## src/vn_cfg.svh

```systemverilog
/*
  Build-time sizing for the burst mover. VN_IDX_W must equal
  $clog2(VN_DEPTH), and the APB map assumes VN_DEPTH words of four bytes
  fit below each region base. Changing VN_STAGES moves the done latency.
*/
`ifndef VN_CFG_SVH
`define VN_CFG_SVH

// Number of words in each of the source and destination buffers
`define VN_DEPTH 8

// Register stages in the valid-next transport
`define VN_STAGES 3

// Data word width, also the APB data width
`define VN_WIDTH 32

// APB byte address width
`define VN_AW 8

// Buffer index width
`define VN_IDX_W 3

`endif

```

## src/vn_apb_pkg.sv

```systemverilog
/*
  Types seen from the APB side of the mover. Offsets are byte addresses
  within a VN_AW wide window. Only the listed offsets are mapped; the SRC
  and DST regions hold VN_DEPTH word-aligned entries each.
*/
package vn_apb_pkg;

`include "vn_cfg.svh"

  // ----------------------------------------------------------------------
  // Register map
  // ----------------------------------------------------------------------
  // CTRL takes the length in bits 4:1 and the start bit in bit 0
  // STATUS and DST are read-only
  typedef enum logic [`VN_AW-1:0] {
    CTRL     = 8'h00,
    STATUS   = 8'h04,
    SRC_BASE = 8'h20,
    DST_BASE = 8'h40
  } vn_reg_e;

  // Status word as it appears in the low bits of a STATUS read
  // Done is sticky until the next accepted start
  typedef struct packed {
    logic done;
    logic busy;
  } vn_status_t;

endpackage

```

## src/vn_xfer_pkg.sv

```systemverilog
/*
  Types for the transfer side: the word that rides the transport and the
  transfer FSM states. The payload carries its own destination index, so
  the far end needs no counter of its own.
*/
package vn_xfer_pkg;

`include "vn_cfg.svh"

  // One transported word plus where it lands in the destination buffer
  typedef struct packed {
    logic [`VN_IDX_W-1:0] idx;
    logic [`VN_WIDTH-1:0] data;
  } vn_payload_t;

  // IDLE waits for start, SEND issues one word per cycle,
  // DRAIN waits for the transport to empty, FINISH is a single settle cycle
  typedef enum logic [1:0] {
    IDLE,
    SEND,
    DRAIN,
    FINISH
  } vn_state_e;

endpackage

```

## src/vn_ctrl_if.sv

```systemverilog
/*
  Control handshake between the register block and the transfer FSM.
  Start is a single-cycle pulse and length must be valid while it is high.
  Busy and done are registered by the FSM.
*/
`timescale 1ns/1ps

`include "vn_cfg.svh"

interface vn_ctrl_if;

  // Pulsed by the register block on an accepted start
  logic                 start;
  // Word count of the transfer, 1 to VN_DEPTH
  logic [`VN_IDX_W:0]   length;
  // High from the cycle after start until the transfer has fully landed
  logic                 busy;
  // Sticky completion flag, cleared by the next start
  logic                 done;

  // Register block side
  modport regs (output start, output length, input busy, input done);

  // Transfer FSM side
  modport fsm (input start, input length, output busy, output done);

endinterface

```

## src/vn_apb_regs.sv

```systemverilog
/*
  APB slave for the mover. No wait states; pready is tied high. Errored
  accesses have no effect and return zero. CTRL and SRC writes are refused
  while a transfer is pending or busy. Buffers are not reset.
*/
`timescale 1ns/1ps

`include "vn_cfg.svh"

module vn_apb_regs
  import vn_apb_pkg::*, vn_xfer_pkg::*;
(
  input  logic                 clk,
  input  logic                 reset,
  input  logic [`VN_AW-1:0]    paddr,
  input  logic                 psel,
  input  logic                 penable,
  input  logic                 pwrite,
  input  logic [`VN_WIDTH-1:0] pwdata,
  output logic [`VN_WIDTH-1:0] prdata,
  output logic                 pready,
  output logic                 pslverr,
  vn_ctrl_if.regs              ctrl,
  input  logic                 send_valid_next,
  input  logic [`VN_IDX_W-1:0] send_idx,
  output vn_payload_t          src_payload,
  output logic                 src_valid_next,
  input  logic                 dst_valid_next,
  input  vn_payload_t          dst_payload
);

  localparam int AW = `VN_AW;
  localparam int IW = `VN_IDX_W;
  localparam logic [AW-1:0] SRC_ADDR = SRC_BASE;
  localparam logic [AW-1:0] DST_ADDR = DST_BASE;

  logic [`VN_WIDTH-1:0] src_mem [`VN_DEPTH];
  logic [`VN_WIDTH-1:0] dst_mem [`VN_DEPTH];
  logic [`VN_WIDTH-1:0] src_rd_data;
  logic [`VN_WIDTH-1:0] rdata;
  logic [IW-1:0]        src_rd_idx;
  logic [IW-1:0]        word_idx;
  logic [IW:0]          wr_len;
  logic [IW:0]          len_q;
  logic                 start_q;
  logic                 dst_we_q;
  logic                 access;
  logic                 hit_ctrl, hit_status, hit_src, hit_dst;
  logic                 busy_any, len_bad, err, wr_ok;
  vn_status_t           st;

  // ----------------------------------------------------------------------
  // Decode and error judgement
  // ----------------------------------------------------------------------
  assign access     = psel && penable;
  assign word_idx   = paddr[IW+1:2];
  assign wr_len     = pwdata[IW+1:1];
  assign hit_ctrl   = (paddr == CTRL);
  assign hit_status = (paddr == STATUS);
  assign hit_src    = (paddr[AW-1:IW+2] == SRC_ADDR[AW-1:IW+2]) && (paddr[1:0] == 2'b00);
  assign hit_dst    = (paddr[AW-1:IW+2] == DST_ADDR[AW-1:IW+2]) && (paddr[1:0] == 2'b00);

  // A start still in flight to the FSM counts as busy
  assign busy_any = ctrl.busy || start_q;
  assign len_bad  = (wr_len == '0) || (wr_len > (IW+1)'(`VN_DEPTH));

  assign err = !(hit_ctrl || hit_status || hit_src || hit_dst)
            || (pwrite && (hit_status || hit_dst))
            || (pwrite && hit_ctrl && (len_bad || busy_any))
            || (pwrite && hit_src && busy_any);

  assign wr_ok   = access && pwrite && !err;
  assign pready  = 1'b1;
  assign pslverr = access && err;

  // ----------------------------------------------------------------------
  // Read mux
  // ----------------------------------------------------------------------
  assign st = '{busy: ctrl.busy, done: ctrl.done};

  always_comb begin
    rdata = '0;
    if (hit_ctrl) begin
      rdata[IW+1:1] = len_q;
    end else if (hit_status) begin
      rdata = `VN_WIDTH'(st);
    end else if (hit_src) begin
      rdata = src_mem[word_idx];
    end else if (hit_dst) begin
      rdata = dst_mem[word_idx];
    end
  end

  assign prdata = (access && !pwrite && !err) ? rdata : '0;

  // ----------------------------------------------------------------------
  // Control writes
  // ----------------------------------------------------------------------
  always_ff @(posedge clk) begin
    if (reset) begin
      start_q <= 1'b0;
      len_q   <= '0;
    end else begin
      // Start lasts exactly one cycle
      start_q <= wr_ok && hit_ctrl && pwdata[0];
      if (wr_ok && hit_ctrl) begin
        len_q <= wr_len;
      end
    end
  end

  assign ctrl.start  = start_q;
  assign ctrl.length = len_q;

  always_ff @(posedge clk) begin
    if (wr_ok && hit_src) begin
      src_mem[word_idx] <= pwdata;
    end
  end

  // Registered source read, so data trails its valid_next by one cycle
  always_ff @(posedge clk) begin
    if (send_valid_next) begin
      src_rd_data <= src_mem[send_idx];
      src_rd_idx  <= send_idx;
    end
  end

  assign src_valid_next = send_valid_next;
  assign src_payload    = '{idx: src_rd_idx, data: src_rd_data};

  // Far end: out word is valid the cycle after its valid_next
  always_ff @(posedge clk) begin
    if (reset) begin
      dst_we_q <= 1'b0;
    end else begin
      dst_we_q <= dst_valid_next;
    end
  end

  always_ff @(posedge clk) begin
    if (dst_we_q) begin
      dst_mem[dst_payload.idx] <= dst_payload.data;
    end
  end

endmodule

```

## src/vn_delay_line.sv

```systemverilog
/*
  Valid-next delay line. The payload is valid one cycle after its
  valid_next. Stages hold no reset and load only when their valid_next is
  high, so stale words remain between transfers. With NUM_STAGES = 0 the
  line is a plain connection. Reset is only observed by bound checks.
*/
`timescale 1ns/1ps

module vn_delay_line #(
  parameter type payload_t = logic,
  parameter int  NUM_STAGES = 0
) (
  input  logic     clk,
  input  logic     reset,
  input  logic     in_valid_next,
  input  payload_t in,
  output logic     out_valid_next,
  output payload_t out
);

  // Index 0 is the input side, index NUM_STAGES the output side
  logic [NUM_STAGES:0] stage_valid_next;
  payload_t            stage [NUM_STAGES+1];

  assign stage_valid_next[0] = in_valid_next;
  assign stage[0]            = in;

  for (genvar i = 1; i <= NUM_STAGES; i++) begin : gen_stage
    // The valid_next bit simply walks down the line
    always_ff @(posedge clk) begin
      stage_valid_next[i] <= stage_valid_next[i-1];
    end

    // stage_valid_next[i] lines up with the word now sitting in stage i-1,
    // so it is the enable for copying that word forward
    always_ff @(posedge clk) begin
      if (stage_valid_next[i]) begin
        stage[i] <= stage[i-1];
      end
    end
  end

  assign out_valid_next = stage_valid_next[NUM_STAGES];
  assign out            = stage[NUM_STAGES];

endmodule

```

## src/vn_word_counter.sv

```systemverilog
/*
  Send counter and drain timer for the transfer FSM. Length must be
  between 1 and VN_DEPTH when load is high. The drain timer runs for
  VN_STAGES+2 cycles after drain_start.
*/
`timescale 1ns/1ps

`include "vn_cfg.svh"

module vn_word_counter (
  input  logic                 clk,
  input  logic                 reset,
  input  logic                 load,
  input  logic [`VN_IDX_W:0]   length,
  input  logic                 count_en,
  input  logic                 drain_start,
  output logic                 last_word,
  output logic                 drain_done,
  output logic [`VN_IDX_W-1:0] count
);

  // Source read, transport stages and destination capture
  localparam int DRAIN_CYC = `VN_STAGES + 2;
  localparam int TW        = $clog2(DRAIN_CYC + 1);

  logic [`VN_IDX_W:0] len_q;
  logic [TW-1:0]      drain_left;
  logic               drain_run;

  // ----------------------------------------------------------------------
  // Send phase
  // ----------------------------------------------------------------------
  always_ff @(posedge clk) begin
    if (reset) begin
      count <= '0;
      len_q <= '0;
    end else if (load) begin
      count <= '0;
      len_q <= length;
    end else if (count_en) begin
      // Wraps to zero after a full-depth transfer, harmless since load reopens
      count <= count + 1'b1;
    end
  end

  // Final word of the burst is the one whose index is length-1
  assign last_word = count_en && ({1'b0, count} == (len_q - 1'b1));

  // ----------------------------------------------------------------------
  // Drain phase
  // ----------------------------------------------------------------------
  always_ff @(posedge clk) begin
    if (reset) begin
      drain_run  <= 1'b0;
      drain_left <= '0;
    end else if (drain_start) begin
      drain_run  <= 1'b1;
      drain_left <= TW'(DRAIN_CYC - 1);
    end else if (drain_done) begin
      drain_run  <= 1'b0;
    end else if (drain_run) begin
      drain_left <= drain_left - 1'b1;
    end
  end

  assign drain_done = drain_run && (drain_left == '0);

endmodule

```

## src/vn_xfer_fsm.sv

```systemverilog
/*
  Transfer FSM. Issues one valid_next and one source index per cycle for
  length cycles, then waits out the transport. Busy and done change on
  the same edge, length+VN_STAGES+3 cycles after start. A start is only
  honoured in IDLE.
*/
`timescale 1ns/1ps

`include "vn_cfg.svh"

module vn_xfer_fsm
  import vn_xfer_pkg::*;
(
  input  logic                 clk,
  input  logic                 reset,
  vn_ctrl_if.fsm               ctrl,
  output logic                 send_valid_next,
  output logic [`VN_IDX_W-1:0] send_idx
);

  vn_state_e state_q;
  vn_state_e state_d;
  logic      go;
  logic      last_word;
  logic      drain_done;
  logic      busy_q;
  logic      done_q;

  assign go = (state_q == IDLE) && ctrl.start;

  // ----------------------------------------------------------------------
  // State register and next state
  // ----------------------------------------------------------------------
  always_ff @(posedge clk) begin
    if (reset) begin
      state_q <= IDLE;
    end else begin
      state_q <= state_d;
    end
  end

  always_comb begin
    state_d = state_q;
    case (state_q)
      IDLE:    if (ctrl.start) state_d = SEND;
      SEND:    if (last_word) state_d = DRAIN;
      DRAIN:   if (drain_done) state_d = FINISH;
      default: state_d = IDLE;
    endcase
  end

  // Busy rises with SEND and falls when the drain timer expires
  always_ff @(posedge clk) begin
    if (reset) begin
      busy_q <= 1'b0;
      done_q <= 1'b0;
    end else if (go) begin
      busy_q <= 1'b1;
      done_q <= 1'b0;
    end else if (drain_done) begin
      busy_q <= 1'b0;
      done_q <= 1'b1;
    end
  end

  assign ctrl.busy = busy_q;
  assign ctrl.done = done_q;

  // One word goes out every SEND cycle
  assign send_valid_next = (state_q == SEND);

  vn_word_counter u_counter (
    .clk         (clk),
    .reset       (reset),
    .load        (go),
    .length      (ctrl.length),
    .count_en    (send_valid_next),
    .drain_start (last_word),
    .last_word   (last_word),
    .drain_done  (drain_done),
    .count       (send_idx)
  );

endmodule

```

## src/vn_xfer_top.sv

```systemverilog
/*
  Top of the APB burst mover. APB is exposed as plain ports with no wait
  states. One transfer at a time; there is no abort and no interrupt, so
  software polls STATUS for done.
*/
`timescale 1ns/1ps

`include "vn_cfg.svh"

module vn_xfer_top
  import vn_xfer_pkg::*;
(
  input  logic                 clk,
  input  logic                 reset,
  input  logic [`VN_AW-1:0]    paddr,
  input  logic                 psel,
  input  logic                 penable,
  input  logic                 pwrite,
  input  logic [`VN_WIDTH-1:0] pwdata,
  output logic [`VN_WIDTH-1:0] prdata,
  output logic                 pready,
  output logic                 pslverr
);

  logic                 send_valid_next;
  logic [`VN_IDX_W-1:0] send_idx;
  logic                 src_valid_next;
  logic                 dst_valid_next;
  vn_payload_t          src_payload;
  vn_payload_t          dst_payload;

  vn_ctrl_if ctrl_if ();

  vn_apb_regs u_regs (
    .clk             (clk),
    .reset           (reset),
    .paddr           (paddr),
    .psel            (psel),
    .penable         (penable),
    .pwrite          (pwrite),
    .pwdata          (pwdata),
    .prdata          (prdata),
    .pready          (pready),
    .pslverr         (pslverr),
    .ctrl            (ctrl_if.regs),
    .send_valid_next (send_valid_next),
    .send_idx        (send_idx),
    .src_payload     (src_payload),
    .src_valid_next  (src_valid_next),
    .dst_valid_next  (dst_valid_next),
    .dst_payload     (dst_payload)
  );

  vn_xfer_fsm u_fsm (
    .clk             (clk),
    .reset           (reset),
    .ctrl            (ctrl_if.fsm),
    .send_valid_next (send_valid_next),
    .send_idx        (send_idx)
  );

  // Long registered transport between the two buffers
  vn_delay_line #(
    .payload_t  (vn_payload_t),
    .NUM_STAGES (`VN_STAGES)
  ) u_delay (
    .clk            (clk),
    .reset          (reset),
    .in_valid_next  (src_valid_next),
    .in             (src_payload),
    .out_valid_next (dst_valid_next),
    .out            (dst_payload)
  );

endmodule

```

## config.mk

```make
export PLATFORM = sky130hd
export DESIGN_NAME = vn_xfer_top
export DESIGN_NICKNAME = d
export VERILOG_FILES = /design/src/vn_apb_pkg.sv /design/src/vn_xfer_pkg.sv /design/src/vn_ctrl_if.sv /design/src/vn_apb_regs.sv /design/src/vn_delay_line.sv /design/src/vn_word_counter.sv /design/src/vn_xfer_fsm.sv /design/src/vn_xfer_top.sv
export VERILOG_INCLUDE_DIRS = /design/src /design/src/src
export SDC_FILE = /design/constraint.sdc
export NUM_CORES = 1
export LEC_CHECK = 0
export ABC_AREA = 1
export BUFFER_PORTS_ARGS = -buffer_cell sky130_fd_sc_hd__buf_2
export CAP_MARGIN = 0
export CORE_UTILIZATION = 50
export CTS_CLUSTER_SIZE = 14
export DETAILED_ROUTE_END_ITERATION = 7
export GPL_TIMING_DRIVEN = 0
export PLACE_DENSITY_LB_ADDON = 0.12
export SYNTH_ARGS = -nofsm -noshare
export SYNTH_HDL_FRONTEND = slang
export SYNTH_SLANG_ARGS = --single-unit
```

## constraint.sdc

```tcl
create_clock -name clk -period 10.8 [get_ports clk]
set_input_delay 1.62 -clock clk [delete_from_list [all_inputs] [get_ports clk]]
set_output_delay 1.62 -clock clk [all_outputs]
set_load 0.1 [all_outputs]
```

==> metrics.cfg <==
[setup_path]
cp_slowest_stage_delay_ns=0.86
critPathSlowestCell=clkbuf_1
path_cells=buf_2 -> clkbuf_1 -> clkbuf_1 -> o221ai_1 -> o211ai_1 -> nand2_1 -> nor2_1 -> buf_2
cp_top_family=buffers and inverters
arrival_ns=4.93
start_kind=primary input
cp_max_fo=10
crit_required_ns=9.18
critPathBufInv=4
worstSetupPathType=primary input to output pin
setup.worst_path.end_class=output pin

[timing]
final.min_clock_period_ns=6.55
timing.hold.ws_ns=0.407
setup_ws_ns=4.25
max_slew_margin=0.174
max_slew.worst_pin.slew_ns=1.24
rsz0062_at_grt=false
drv_slew=0
fin_tns_setup_ns=0
clock_skew_ns=0.0172
min_period_over_period=0.607
setup_viol=0
fmaxAchievable_mhz=153
hold_viol=0

[pwr]
ir_drop_mv=0.127
leakage_nw=10.6
finalPower_mw=6.32
p_per_area_nw_per_um2=200

[floorplanning]
start_util=0.509
die_area_um2=55900
boundaryPins=79
dieHeight_um=236
die_x_um=236
num_rows=85
coreArea_um2=54000

[outcome]
status=finished, final reports clean

[global_routing]
grt_pass1_wl_um=127000
grt.busiest_layer=met2
grt_max_degree=42
grt_use_met3=0.0894
grt_overflow=0
first_global_vias=19000
use_met1=0.416
antenna_found_initial=6
met2_usage=0.489
track_usage=0.315

[route]
drc=0
routed_wl_um=87500
wl_per_cell_um=28.0
vias=19700
drt_iter0_drc=2741
via_per_inst=6.29
firstDrtPassIters=6
ant_nets=0

[clocking]
cts.clk_slew.worst_paths_ns=0.06
cts_sinks=676
h-tree-depth=3
cts_root_buf=clkbuf_16
clockBufferDepth=3
cts_tree=done
cts_buffers=71
postCtsSetupRepairBufs=0
clk_latency_ns=0.62
ctsHoldBuffers=0
cts_resized=0

[cells_and_area]
nets=2420
final_cell_mix=652 x edfxtp_1, 270 x o21ai_0, 257 x nand2_1
syn_to_final_growth_pct=15.1
fin_util=0.585
final_common_cell=edfxtp_1
layout-drive-gt1-share=0.110

[placement]
place_ws_ns=4.39
portBuffers=76
gp_congestion=0.920
hpwl_um=58400

[synth]
ys_types=34
syn_area_um2=27500
netlist_instances=2199
syn_area_per_cell_um2=12.5
yosys_warnings=0
ys_seq_area_frac=0.730
ys_seq_elements=676
synth_nets=2252

[job]
max_cap_violations=0

[worst_hold_path]
hold_path_class=flip-flop to flip-flop

kinds of logic (layout without fill, tap and decap cells):
family                   Yosys count  after routing  synth area share
XOR/XNOR                           5              5           0.00159
multiplexers                       1              1          0.000410
AO/OA/AOI/OAI                    665            665             0.142
AND/OR/NAND/NOR                  557            557            0.0812
adder cells (fa/ha/maj)            8              8           0.00364
other                              1              6          0.000136
flip-flops                       676            676             0.730
buffers and inverters            286            512            0.0417
per-layer routing:
metal,vias up,share of wire,routed length (um)
li1,8451,-,-
met1,9468,0.38,33600
met2,1406,0.46,39900
met3,338,0.11,9990
met4,6,0.046,4030
met5,-,0.00040,35
flip-flops by register name, indices dropped and copies added (netlist names), 2 cells and up:
signal,count
u_delay.stage_valid_next,2
u_regs.src_mem,256
u_delay.stage,70
u_fsm.u_counter.count,3
u_fsm.state_q,2
u_regs.src_rd_data,32
u_regs.src_rd_idx,3
u_regs.dst_mem,256
u_fsm.u_counter.len_q,4
u_fsm.u_counter.drain_left,3
u_delay.out,35
u_regs.ctrl.length,4
report_power, final:
part | leakage, nW | switching [mW] | internal, mW
registers | 6.09 | 0.110 | 3.13
logic | 3.39 | 0.482 | 0.150
clock network | 1.14 | 1.00 | 1.45
total | 10.6 | 1.59 | 4.73
through the flow:
step / cell area [um^2] / instances
2_1_floorplan: 27500 / 2199
3_5_place_dp: 29300 / 2990
6_report: 31600 / 3126
5_1_grt: 31600 / 3122
4_1_cts: 31600 / 3121
3_3_place_gp: 28700 / 2971
synthesized netlist by cell type, drive strengths merged:
library cell	number	area, um^2
clkbuf	96	360
o21bai	1	7.51
nand3	41	205
o21ai	270	1350
buf	49	256
o2111ai	56	490
nand2	258	976
nor3	4	31.3
nor2	241	932
edfxtp	652	19600
a211oi	24	180
nand4	12	81.3
dfxtp	24	480
a31oi	33	206
or2	1	6.26
xnor2	2	17.5
mux2	1	11.3
o221ai	25	219
xor2	3	26.3
inv	141	529
o211ai	61	458
ha	8	100
o22ai	1	6.26
a21oi	194	971
conb	1	3.75
worst paths after layout:
path	cells after the start	end	start	slack (ns)
min	0	u_delay.stage[102]	u_regs.src_rd_idx[0]	0.41
max reg2reg	7	u_regs.src_rd_data[17]	u_fsm.u_counter.count[0]	7.69
max	8	prdata[8]	paddr[4]	4.25
min reg2reg	0	u_delay.stage[102]	u_regs.src_rd_idx[0]	0.41
cell type report:
class                   count  area [um^2]
diodes                      5         12.5
plain buffers             145          617
clock buffers              94         1970
clock inverters            37          368
fillers                  4269        22400
inverters                 141          529
multi-input cells        1237         6400
flip-flops and latches    676        20100
well taps                 696          871
repair buffers             95          798
No activity file was read; power rests on OpenSTA's default activity.
